==> src/design/wavenet_pkg.sv <==
`default_nettype none

package wavenet_pkg;

    // ----------------------------------------------------------
    // sizes and fixed point format (Q8.8)
    // ----------------------------------------------------------
    localparam int act_width  = 16;
    localparam int frac_bits  = 8;
    localparam int acc_width  = 40;
    localparam int num_taps   = 4;
    localparam int num_ch     = 4;
    localparam int num_layers = 3;

    typedef logic signed [act_width-1:0] act_t;
    typedef logic signed [acc_width-1:0] acc_t;

    // tap 3 is the newest sample, tap 0 the oldest
    typedef act_t [num_ch-1:0]        chan_vec_t;
    typedef chan_vec_t [num_taps-1:0] window_t;

    localparam int layer_in_ch [num_layers]      = '{1, 4, 4};
    localparam int cache_dilation [num_layers-1] = '{4, 16};

    // ----------------------------------------------------------
    // weights, [layer][out ch][tap][in ch], 256 = 1.0
    // ----------------------------------------------------------
    localparam act_t layer_weight [num_layers][num_ch][num_taps][num_ch] = '{
        // layer 0 has a single input channel
        '{
            '{'{  48, 0, 0, 0}, '{ -32, 0, 0, 0}, '{  96, 0, 0, 0}, '{ 160, 0, 0, 0}},
            '{'{ -64, 0, 0, 0}, '{  80, 0, 0, 0}, '{ -40, 0, 0, 0}, '{-120, 0, 0, 0}},
            '{'{  24, 0, 0, 0}, '{  56, 0, 0, 0}, '{ 128, 0, 0, 0}, '{ -72, 0, 0, 0}},
            '{'{ 200, 0, 0, 0}, '{ -16, 0, 0, 0}, '{  32, 0, 0, 0}, '{  88, 0, 0, 0}}
        },
        '{
            '{'{  40,  -96,   64,   20}, '{ -24,  112,    8,  -56},
              '{  72,   16,  -88,   36}, '{ 128,  -48,   60,   96}},
            '{'{ -80,   28,   44,  120}, '{  52,  -36,  100,   12},
              '{ -16,   84,  -60,  140}, '{  92,   64,  -28, -104}},
            '{'{  36,   76,  -20,  -44}, '{ 104,  -68,   56,   24},
              '{  60,   32,  148,  -84}, '{-112,   88,   40,  156}},
            '{'{ -52,   44,  116,   68}, '{  20,  132,  -76,   48},
              '{  88,  -40,   24,  180}, '{ 140,  -64,   96,  -32}}
        },
        // output layer, no relu
        '{
            '{'{  96, -140,   60,   36}, '{ -72,  180,  -44,   88},
              '{ 120,   52, -160,   24}, '{-200,   84,  140,  -56}},
            '{'{-120,   64,  200,  -88}, '{  48, -152,   76,  112},
              '{ -36,   96, -124,  164}, '{ 172,  -60,   44, -188}},
            '{'{  80,  116,  -96,   52}, '{-164,   40,  136,  -72},
              '{ 104, -180,   68,   92}, '{  56,  148, -112,   20}},
            '{'{ -44,  -88,  152,  124}, '{ 132,   28, -196,   60},
              '{ -92,  168,   36, -140}, '{  76, -104,  184,   44}}
        }
    };

    localparam act_t layer_bias [num_layers][num_ch] = '{
        '{ 32, -64,  16,  -8},
        '{-24,  40, -96,  12},
        '{ 64, -32, 100, -16}
    };

    typedef enum logic [2:0] {
        idle,
        shift_in,
        start_layer,
        wait_layer,
        capture,
        emit
    } seq_state_t;

endpackage

`default_nettype wire
==> src/design/stage_if.sv <==
`timescale 1ns/1ps
`default_nettype none

// one layer's input window, handshake and held result
interface stage_if;
    import wavenet_pkg::*;

    window_t   window;
    logic      start;
    logic      done;
    chan_vec_t result;

    modport source (
        output window
    );

    modport ctrl (
        output start,
        input  done
    );

    modport engine (
        input  window,
        input  start,
        output result,
        output done
    );

endinterface

`default_nettype wire

==> src/design/layer_sequencer.sv <==
`timescale 1ns/1ps
`default_nettype none

module layer_sequencer (
    input  wire logic                          clk,
    input  wire logic                          rst,
    input  wire logic                          sample_v,
    output logic                               busy,
    output logic                               in_shift,
    output logic [wavenet_pkg::num_layers-2:0] cache_shift,
    stage_if.ctrl                              st0,
    stage_if.ctrl                              st1,
    stage_if.ctrl                              st2,
    output logic                               result_v
);
    import wavenet_pkg::*;

    localparam int               idx_w      = $clog2(num_layers);
    localparam logic [idx_w-1:0] last_layer = idx_w'(num_layers - 1);

    seq_state_t            state;
    logic [idx_w-1:0]      lidx;
    logic [num_layers-1:0] done_vec;
    logic [num_layers-1:0] start_vec;

    // ----------------------------------------------------------
    // strobes decoded from state and layer index
    // ----------------------------------------------------------
    assign busy     = (state != idle);
    assign in_shift = (state == idle) && sample_v;
    assign done_vec = {st2.done, st1.done, st0.done};

    always_comb begin
        for (int k = 0; k < num_layers; k++) begin
            start_vec[k] = (state == start_layer) && (lidx == idx_w'(k));
        end
        // cache k sits behind layer k
        for (int k = 0; k < num_layers - 1; k++) begin
            cache_shift[k] = (state == capture) && (lidx == idx_w'(k));
        end
    end

    assign st0.start = start_vec[0];
    assign st1.start = start_vec[1];
    assign st2.start = start_vec[2];

    // ----------------------------------------------------------
    // FSM, one pass through all layers per accepted sample
    // ----------------------------------------------------------
    always_ff @(posedge clk or posedge rst) begin
        if (rst) begin
            state    <= idle;
            lidx     <= '0;
            result_v <= 1'b0;
        end else begin
            result_v <= 1'b0;
            case (state)
                idle: begin
                    if (sample_v) begin
                        state <= shift_in;
                    end
                end
                shift_in: begin
                    lidx  <= '0;
                    state <= start_layer;
                end
                start_layer: begin
                    state <= wait_layer;
                end
                wait_layer: begin
                    if (done_vec[lidx]) begin
                        if (lidx == last_layer) begin
                            state <= emit;
                        end else begin
                            state <= capture;
                        end
                    end
                end
                capture: begin
                    lidx  <= lidx + 1'b1;
                    state <= start_layer;
                end
                emit: begin
                    // busy drops on the same edge
                    result_v <= 1'b1;
                    state    <= idle;
                end
                default: begin
                    state <= idle;
                end
            endcase
        end
    end

endmodule

`default_nettype wire

==> src/flat_wrapper.sv <==
// flat-port wrapper written by rule: the top's interface ports become plain ports
module layer_sequencer_flat import wavenet_pkg::*;
  (clk, rst, sample_v, busy, in_shift, cache_shift, result_v, st0_start, st0_done, st1_start, st1_done, st2_start, st2_done);
  stage_if st0_i ();
  stage_if st1_i ();
  stage_if st2_i ();
  input  wire logic clk;
  input  wire logic rst;
  input  wire logic sample_v;
  output logic busy;
  output logic in_shift;
  output logic [wavenet_pkg::num_layers-2:0] cache_shift;
  output logic result_v;
  output wire logic [$bits(st0_i.start)-1:0] st0_start;
  input wire logic [$bits(st0_i.done)-1:0] st0_done;
  output wire logic [$bits(st1_i.start)-1:0] st1_start;
  input wire logic [$bits(st1_i.done)-1:0] st1_done;
  output wire logic [$bits(st2_i.start)-1:0] st2_start;
  input wire logic [$bits(st2_i.done)-1:0] st2_done;
  assign st0_start = st0_i.start;
  assign st0_i.done = st0_done;
  assign st1_start = st1_i.start;
  assign st1_i.done = st1_done;
  assign st2_start = st2_i.start;
  assign st2_i.done = st2_done;
  layer_sequencer u_core (.clk(clk), .rst(rst), .sample_v(sample_v), .busy(busy), .in_shift(in_shift), .cache_shift(cache_shift), .st0(st0_i), .st1(st1_i), .st2(st2_i), .result_v(result_v));
endmodule
==> config.mk <==
export PLATFORM = sky130hd
export DESIGN_NAME = layer_sequencer_flat
export DESIGN_NICKNAME = d
export VERILOG_FILES = /design/src/design/wavenet_pkg.sv /design/src/design/stage_if.sv /design/src/design/layer_sequencer.sv /design/src/flat_wrapper.sv
export SDC_FILE = /design/constraint.sdc
export NUM_CORES = 1
export LEC_CHECK = 0
export BUFFER_PORTS_ARGS = -buffer_cell sky130_fd_sc_hd__buf_4
export CORE_AREA = 2 2 39 41
export DETAILED_ROUTE_END_ITERATION = 6
export DIE_AREA = 0 0 41 43
export MAX_ROUTING_LAYER = met4
export PLACE_DENSITY = 0.63
export SYNTH_ARGS = -nofsm -noshare
export SYNTH_HDL_FRONTEND = slang
export SYNTH_SLANG_ARGS = --single-unit
export TNS_END_PERCENT = 20
==> constraint.sdc <==
create_clock -name clk -period 1.7 [get_ports clk]
set_input_delay 0.085 -clock clk [delete_from_list [all_inputs] [get_ports clk]]
set_output_delay 0.085 -clock clk [all_outputs]
set_load 0.03 [all_outputs]
==> impl_metrics.csv, run 1 <==
group,metric,value,unit
routing,ant_nets,0,
flow_run,drv_cap,0,
synthesis,syn_inst,47,
clock_tree,h-tree-depth,1,
floorplan,start_util,29.8,%
synthesis,synthAdderAreaFrac,9.09,%
placed_design,hpwl,634,um
routing,detail_route.wl_per_cell,10.6,um
sta,rsz0062_at_grt,"no",
routing,wl,815,um
clock_tree,clk_latency,0.24,ns
power,cellPowerDensity,1700,mW/mm^2
floorplan,rows,14,
floorplan,io-pin-count,14,
worst_setup_path,cp_slowest_cell,"dfrtp_1",
grt,track_usage,11.4,%
sta,final-hold-violation-count,0,
sta,final.min_clock_period,1.45,ns
routing,route.detailed.drc,0,
sta,slew_viol_final,0,
clock_tree,cts_buffers,3,
sta,setup_viol,0,
synthesis,synth.distinct_cells,17,
placed_design,port_buffers,13,
clock_tree,clkTransAtPathRegs,0.04,ns
outcome,outcome,"finished clean",
finish,final_area,548,um^2
synthesis,synth_compound_area_share,16.1,%
finish,syn_to_final_growth,32.7,%
worst_hold_path,hold_path.class,"input pin to flip-flop",
grt,grt_pass1_vias,321,
power,p_leak,0.285,nW
placed_design,place.gp.congestion,0.742,
finish,n_antenna_cell,0,
sta,tns,0,ns
synthesis,syn_area,413,um^2
clock_tree,cts_resized,0,
synthesis,postSynth.asyncResetShare,100,%
synthesis,synth_flop_cell,"dfrtp_1",
grt,grt_overflow,0,
routing,vias,354,
routing,viasPerCell,4.60,
grt,grt_max_degree,12,
clock_tree,cts_tree,"built",
synthesis,synth_top_family_by_area,"simple AND/OR/NAND/NOR gates",
worst_setup_path,crit_required,1.62,ns
clock_tree,clockRootBuffer,"clkbuf_4",
finish,final_cell_mix,"13 x buf_4, 6 x dfrtp_1, 5 x nand2_1, 5 x o21ai_0",
sta,maxSlewHeadroom,79.9,%
grt,antenna_found_initial,0,
floorplan,core_area,0.00138,mm^2
sta,min_period_over_period,85.1,%
worst_setup_path,worstSetupPathType,"flip-flop to output pin",
floorplan,die_h,43,um
finish,fin_nets,72,
worst_setup_path,crit_fanout,11,
routing,dr.pass1.iters,2,
synthesis,synth_edf_count,0,
synthesis,ys_ff_latch,6,
synthesis,yosysWarnings,0,
synthesis,synth_nets,56,
floorplan,fp.dieArea,0.00176,mm^2
power,ir_drop,0.764,mV
synthesis,yosys.area_share.simple,26.7,%
grt,grt_pass1_wl,1320,um
synthesis,yosys.area_share.xor_xnor,2.12,%
worst_setup_path,cp_cell_sequence,"nor3b_1 -> and2_1 -> buf_4",
worst_setup_path,slowest_delay,0.51,ns
placed_design,placed_area,515,um^2
synthesis,syn-mean-instance-area,8.79,um^2
worst_setup_path,startpoint_type,"flip-flop",
finish,final_common_cell,"buf_4",
synthesis,ys_seq_area_share,36.4,%
clock_tree,cts_max_path_buffers,2,
sta,finalClockSkew,0.00390,ns
worst_setup_path,worstSetupEndpointType,"output pin",
sta,tightest_slew,0.302,ns
sta,fmax,691,MHz
power,power.total,0.000931,W
finish,drive_above_1_share,27.9,%
clock_tree,clock_sinks,6,
synthesis,synthMuxAreaShare,2.42,%
routing,drt_iter0_drc,2,
floorplan,die-width,41,um
worst_setup_path,cp.arrival,1.36,ns
## flip-flops by register name (all words and copies together) (netlist names)
name and count:
u_core.result_v 1, u_core.lidx 2, u_core.state 3
## synth_stat cells (2+ instances only)
library cell  number  area (um^2)
ha_1               3         37.5
nor2_1             2         7.51
buf_2              3         15.0
a21oi_1            2         10.0
nand2_1            5         18.8
o21ai_0            5         25.0
and3_1             3         18.8
and3b_1            2         17.5
dfrtp_1            6          150
nor3b_1            3         22.5
inv_1              4         15.0
and2_1             4         25.0
## final cells by class
cell class,count,area (um^2)
sequential,6,150
fill,146,836
multi-input combinational,34,233
inverter,4,15.0
timing repair buffer,14,108
tap,16,20.0
clock buffer,3,22.5
## final timing paths
kind / from / to / slack [ns] / cells past startpoint
setup / recovery: u_core.state[1]$_DFFE_PP0P_ / st2_start / 0.25 / 3
hold / removal: st2_done / u_core.state[1]$_DFFE_PP0P_ / 0.25 / 4
setup reg to reg: u_core.lidx[0]$_DFFE_PP0P_ / u_core.lidx[1]$_DFFE_PP0P_ / 0.37 / 5
hold reg to reg: u_core.lidx[1]$_DFFE_PP0P_ / u_core.lidx[1]$_DFFE_PP0P_ / 0.61 / 2
max in group asynchronous: rst / u_core.state[1]$_DFFE_PP0P_ / 1.17 / 3
min in group asynchronous: rst / u_core.state[2]$_DFFE_PP0P_ / 0.33 / 3
## stage by stage
step,setup WS [ns],cells,hold slack (ns),util (%)
floorplan,0.470,47,-0.124,-
global placement,0.417,73,0.0264,37.3
detailed placement,0.372,73,0.0271,37.3
CTS,0.229,77,0.240,39.6
global route,0.139,77,0.262,39.6
finish,0.254,77,0.247,39.6
## critical path: cells and delay by family (launching register included)
family,cells,cell delay (ns)
DFF,1,0.51
and+or+nand+nor,2,0.47
buffers and inverters,1,0.15
## cell families after synthesis
| logic type | after synthesis |
|---|---|
| AND/OR/NAND/NOR | 19 |
| multiplexers | 1 |
| adder cells (fa/ha/maj) | 3 |
| XOR/XNOR | 1 |
| buffers and inverters | 7 |
| AO/OA/AOI/OAI | 10 |
| flip-flops | 6 |
## repair_timing
item	CTS	global route
hold buffers	1	0
endpoints found under the hold margin	6	0
setup buffers	0	0
## power by group
part | internal (W) | switching [W] | total, W
registers | 0.000203 | 0.000124 | 0.000327
logic | 0.000218 | 0.000260 | 0.000477
clock network | 0.0000796 | 0.0000472 | 0.000127
total | 0.000500 | 0.000431 | 0.000931
## layer usage
layer,share of wire (%),track usage (%),vias up
met2,49,16.6,9
met3,5.2,1.57,0
met5,0,-,-
li1,-,-,188
met4,0,6.00,0
met1,45,14.9,157
(Power assumes the default switching activity.)
==> inputs of run 2 (changes only) <==
--- a/config.mk
+++ b/config.mk
@@ -5,12 +5,13 @@
 export SDC_FILE = /design/constraint.sdc
 export NUM_CORES = 1
 export LEC_CHECK = 0
+export ABC_AREA = 1
 export BUFFER_PORTS_ARGS = -buffer_cell sky130_fd_sc_hd__buf_4
 export CORE_AREA = 2 2 39 41
 export DETAILED_ROUTE_END_ITERATION = 6
 export DIE_AREA = 0 0 41 43
 export MAX_ROUTING_LAYER = met4
-export PLACE_DENSITY = 0.63
+export PLACE_DENSITY = 0.62
 export SYNTH_ARGS = -nofsm -noshare
 export SYNTH_HDL_FRONTEND = slang
 export SYNTH_SLANG_ARGS = --single-unit
==> run 2 against run 1 <==
Against the previous run: clock skew down 0.0014 ns; register-to-register slack better by 0.24 ns; critical path depth up 1; fmax up 6.0%; sequential share of layout area down 0.062 points; first-iteration DRC count unchanged; largest cell class unchanged.
==> impl_metrics.csv, run 2 <==
group,metric,value,unit
worst_setup_path,crit_family,"flip-flops",
flow_run,drv_cap,0,
clock_tree,cts_tree,"built",
worst_hold_path,hold_start,"sample_v",
finish,n_antenna_cell,0,
grt,antenna_found_initial,0,
grt,grt_overflow,0,
grt,grt_max_degree,7,
worst_hold_path,min_delay_path_depth,3,
finish,fin_nets,84,
finish,final_cell_mix,"13 x inv_1, 13 x buf_4, 10 x nor2_1",
routing,drt_iter0_drc,2,
sta,final.min_clock_period,1.36,ns
worst_setup_path,rrSetupSlack,0.61,ns
clock_tree,clkTransAtPathRegs,0.04,ns
worst_setup_path,cp.arrival,1.28,ns
placed_design,hpwl,648,um
worst_setup_path,cp_slowest_cell,"dfrtp_1",
clock_tree,cts_buffers,3,
worst_setup_path,cp_cell_sequence,"nor3_1 -> inv_1 -> nor2_1 -> buf_4",
sta,final-hold-violation-count,0,
floorplan,io-pin-count,14,
finish,largest-register,"u_core.state",
finish,syn_to_final_growth,37.6,%
synthesis,ys_seq_area_share,37.6,%
sta,maxSlewHeadroom,84.8,%
sta,min_period_over_period,80.3,%
sta,tightest_slew,0.227,ns
worst_setup_path,slowest_delay,0.44,ns
placed_design,placed_area,517,um^2
sta,slew_viol_final,0,
floorplan,fp.dieArea,0.00176,mm^2
routing,viasPerCell,4.26,
synthesis,synth_top_area_cell,"dfrtp_1",
worst_setup_path,worst_r2r_startpoint,"u_core.lidx[0]$_DFFE_PP0P_",
grt,grt_pass1_wl,1210,um
routing,route.detailed.drc,0,
synthesis,synth_edf_count,0,
power,cellPowerDensity,1610,mW/mm^2
clock_tree,clk_latency,0.24,ns
synthesis,synth_nets,65,
finish,final_cells,89,
power,netSwitchingPower,0.000434,W
placed_design,place.gp.congestion,0.676,
sta,tns,0,ns
grt,grt_pass1_vias,337,
finish,drive_above_1_share,30.1,%
finish,largest_reg_flops,3,
worst_setup_path,crit_fanout,5,
floorplan,die_h,43,um
synthesis,syn_area,399,um^2
synthesis,synth_flop_cell,"dfrtp_1",
routing,wl,751,um
power,p_seq_share,27.4,%
floorplan,start_util,28.8,%
worst_setup_path,startpoint_type,"flip-flop",
clock_tree,cts_resized,0,
power,p_leak,0.318,nW
synthesis,synth.distinct_cells,12,
floorplan,die-width,41,um
worst_setup_path,critPathBufInv,2,
power,p_sw_share,49.0,%
worst_hold_path,hold_end,"u_core.state[0]$_DFFE_PP0P_",
synthesis,synth_common_cells,"13 x inv_1, 10 x nor2_1, 9 x nand2_1",
worst_setup_path,worstSetupEndpointType,"output pin",
sta,setup_viol,0,
routing,detail_route.wl_per_cell,8.44,um
synthesis,yosysWarnings,0,
floorplan,rows,14,
outcome,outcome,"finished clean",
finish,final_util,39.7,%
synthesis,synth_top_area_share,37.6,%
sta,rsz0062_at_grt,"no",
power,power.total,0.000887,W
clock_tree,clock_sinks,6,
power,pwr-share-clk,13.9,%
worst_setup_path,crit_required,1.62,ns
finish,top_regs,"u_core.state x3, u_core.lidx x2, u_core.result_v x1",
routing,ant_nets,0,
synthesis,ys_ff_latch,6,
placed_design,placed_cells,85,
synthesis,syn-mean-instance-area,7.13,um^2
synthesis,synth_most_common_cell,"inv_1",
power,cell_internal_pwr,0.000453,W
synthesis,synth_area_leaders,"dfrtp_1 38%, inv_1 12%, ha_1 9.4%",
power,pwr-share-comb,58.7,%
routing,vias,379,
sta,fmax,733,MHz
worst_hold_path,hold_path.class,"input pin to flip-flop",
clock_tree,h-tree-depth,1,
sta,finalClockSkew,0.00255,ns
synthesis,syn_inst,56,
synthesis,postSynth.asyncResetShare,100,%
worst_setup_path,rr_worst_depth,6,
worst_setup_path,timing.rr.end,"u_core.state[0]$_DFFE_PP0P_",
clock_tree,clockRootBuffer,"clkbuf_4",
finish,final_area,549,um^2
placed_design,port_buffers,13,
floorplan,core_area,0.00138,mm^2
power,ir_drop,0.606,mV
worst_setup_path,worstSetupPathType,"flip-flop to output pin",
grt,track_usage,10.7,%
clock_tree,cts_setup_buffers,0,
clock_tree,cts_max_path_buffers,2,
routing,dr.pass1.iters,3,
-- run 2: cell count changes in the layout (fill, tap and decap cells not counted), moves of 2 or more --
cell and delta:
nor2_1 +8, nand3_2 +2, nand2_1 +4, nand3_1 +5, o21ai_2 +2, o21ai_1 +2, and3b_1 -2, inv_1 +9
a21oi_1 -2, and2_1 -4, nor3b_1 -3, and3_1 -3, o21ai_0 -5, inv_2 +2
-- run 2: layer usage --
| metal | part of all wire [%] | routed length [um] | vias up | GRT usage, % |
|---|---|---|---|---|
| met5 | 0 | 0 | - | - |
| met4 | 0 | 0 | 0 | 8.00 |
| met3 | 3.6 | 27 | 0 | 1.57 |
| met2 | 49 | 368 | 8 | 14.4 |
| met1 | 47 | 355 | 166 | 14.0 |
| li1 | - | - | 205 | - |
-- run 2: final cells by class --
class / count / area, um^2
clock buffer: 3 / 22.5
fill: 152 / 835
inverter: 15 / 56.3
multi-input combinational: 35 / 193
sequential: 6 / 150
tap: 16 / 20.0
timing repair buffer: 14 / 108
-- run 2: worst max path at each step --
stage | slack, ns | start | end | cells past startpoint
floorplan | 0.44 | u_core.state[2]$_DFFE_PP0P_ | in_shift | 3
global placement | 0.59 | u_core.state[2]$_DFFE_PP0P_ | st0_start | 4
detailed placement | 0.59 | u_core.state[2]$_DFFE_PP0P_ | st0_start | 4
CTS | 0.33 | u_core.state[2]$_DFFE_PP0P_ | st0_start | 4
global route | 0.21 | u_core.state[2]$_DFFE_PP0P_ | st0_start | 4
finish | 0.34 | u_core.state[2]$_DFFE_PP0P_ | st2_start | 4
-- run 2: power groups by stage --
stage          Sequential [W]  Clock [W]  Combinational [W]
6_report             0.000243   0.000123           0.000521
5_1_grt              0.000251   0.000134           0.000584
4_1_cts              0.000244   0.000130           0.000528
3_5_place_dp         0.000246          0           0.000526
3_3_place_gp         0.000244          0           0.000517
2_1_floorplan        0.000241          0           0.000377
-- run 2: tightest hold or removal path, stage by stage --
cell and delay (ns):
buf_4 0.08, nor2_1 0.03, o21ai_1 0.12
-- run 2: cells by family after synthesis --
| logic type | after synthesis | share of synthesized area (%) |
|---|---|---|
| buffers and inverters | 15 | 14.1 |
| and+or+nand+nor | 28 | 32.0 |
| DFF | 6 | 37.6 |
| AOI/OAI and AO/OA | 4 | 6.90 |
| adders and majority gates | 3 | 9.41 |
-- run 2: per-stage QoR --
step | hold WS (ns) | setup WS, ns
2_1_floorplan | -0.124 | 0.436
3_3_place_gp | 0.0106 | 0.590
3_5_place_dp | 0.0102 | 0.586
4_1_cts | 0.130 | 0.327
5_1_grt | 0.162 | 0.208
6_report | 0.130 | 0.335
-- run 2: timing repair --
action,CTS,global route
setup endpoints to repair,0,0
hold buffers,1,0
hold endpoints to repair,6,0
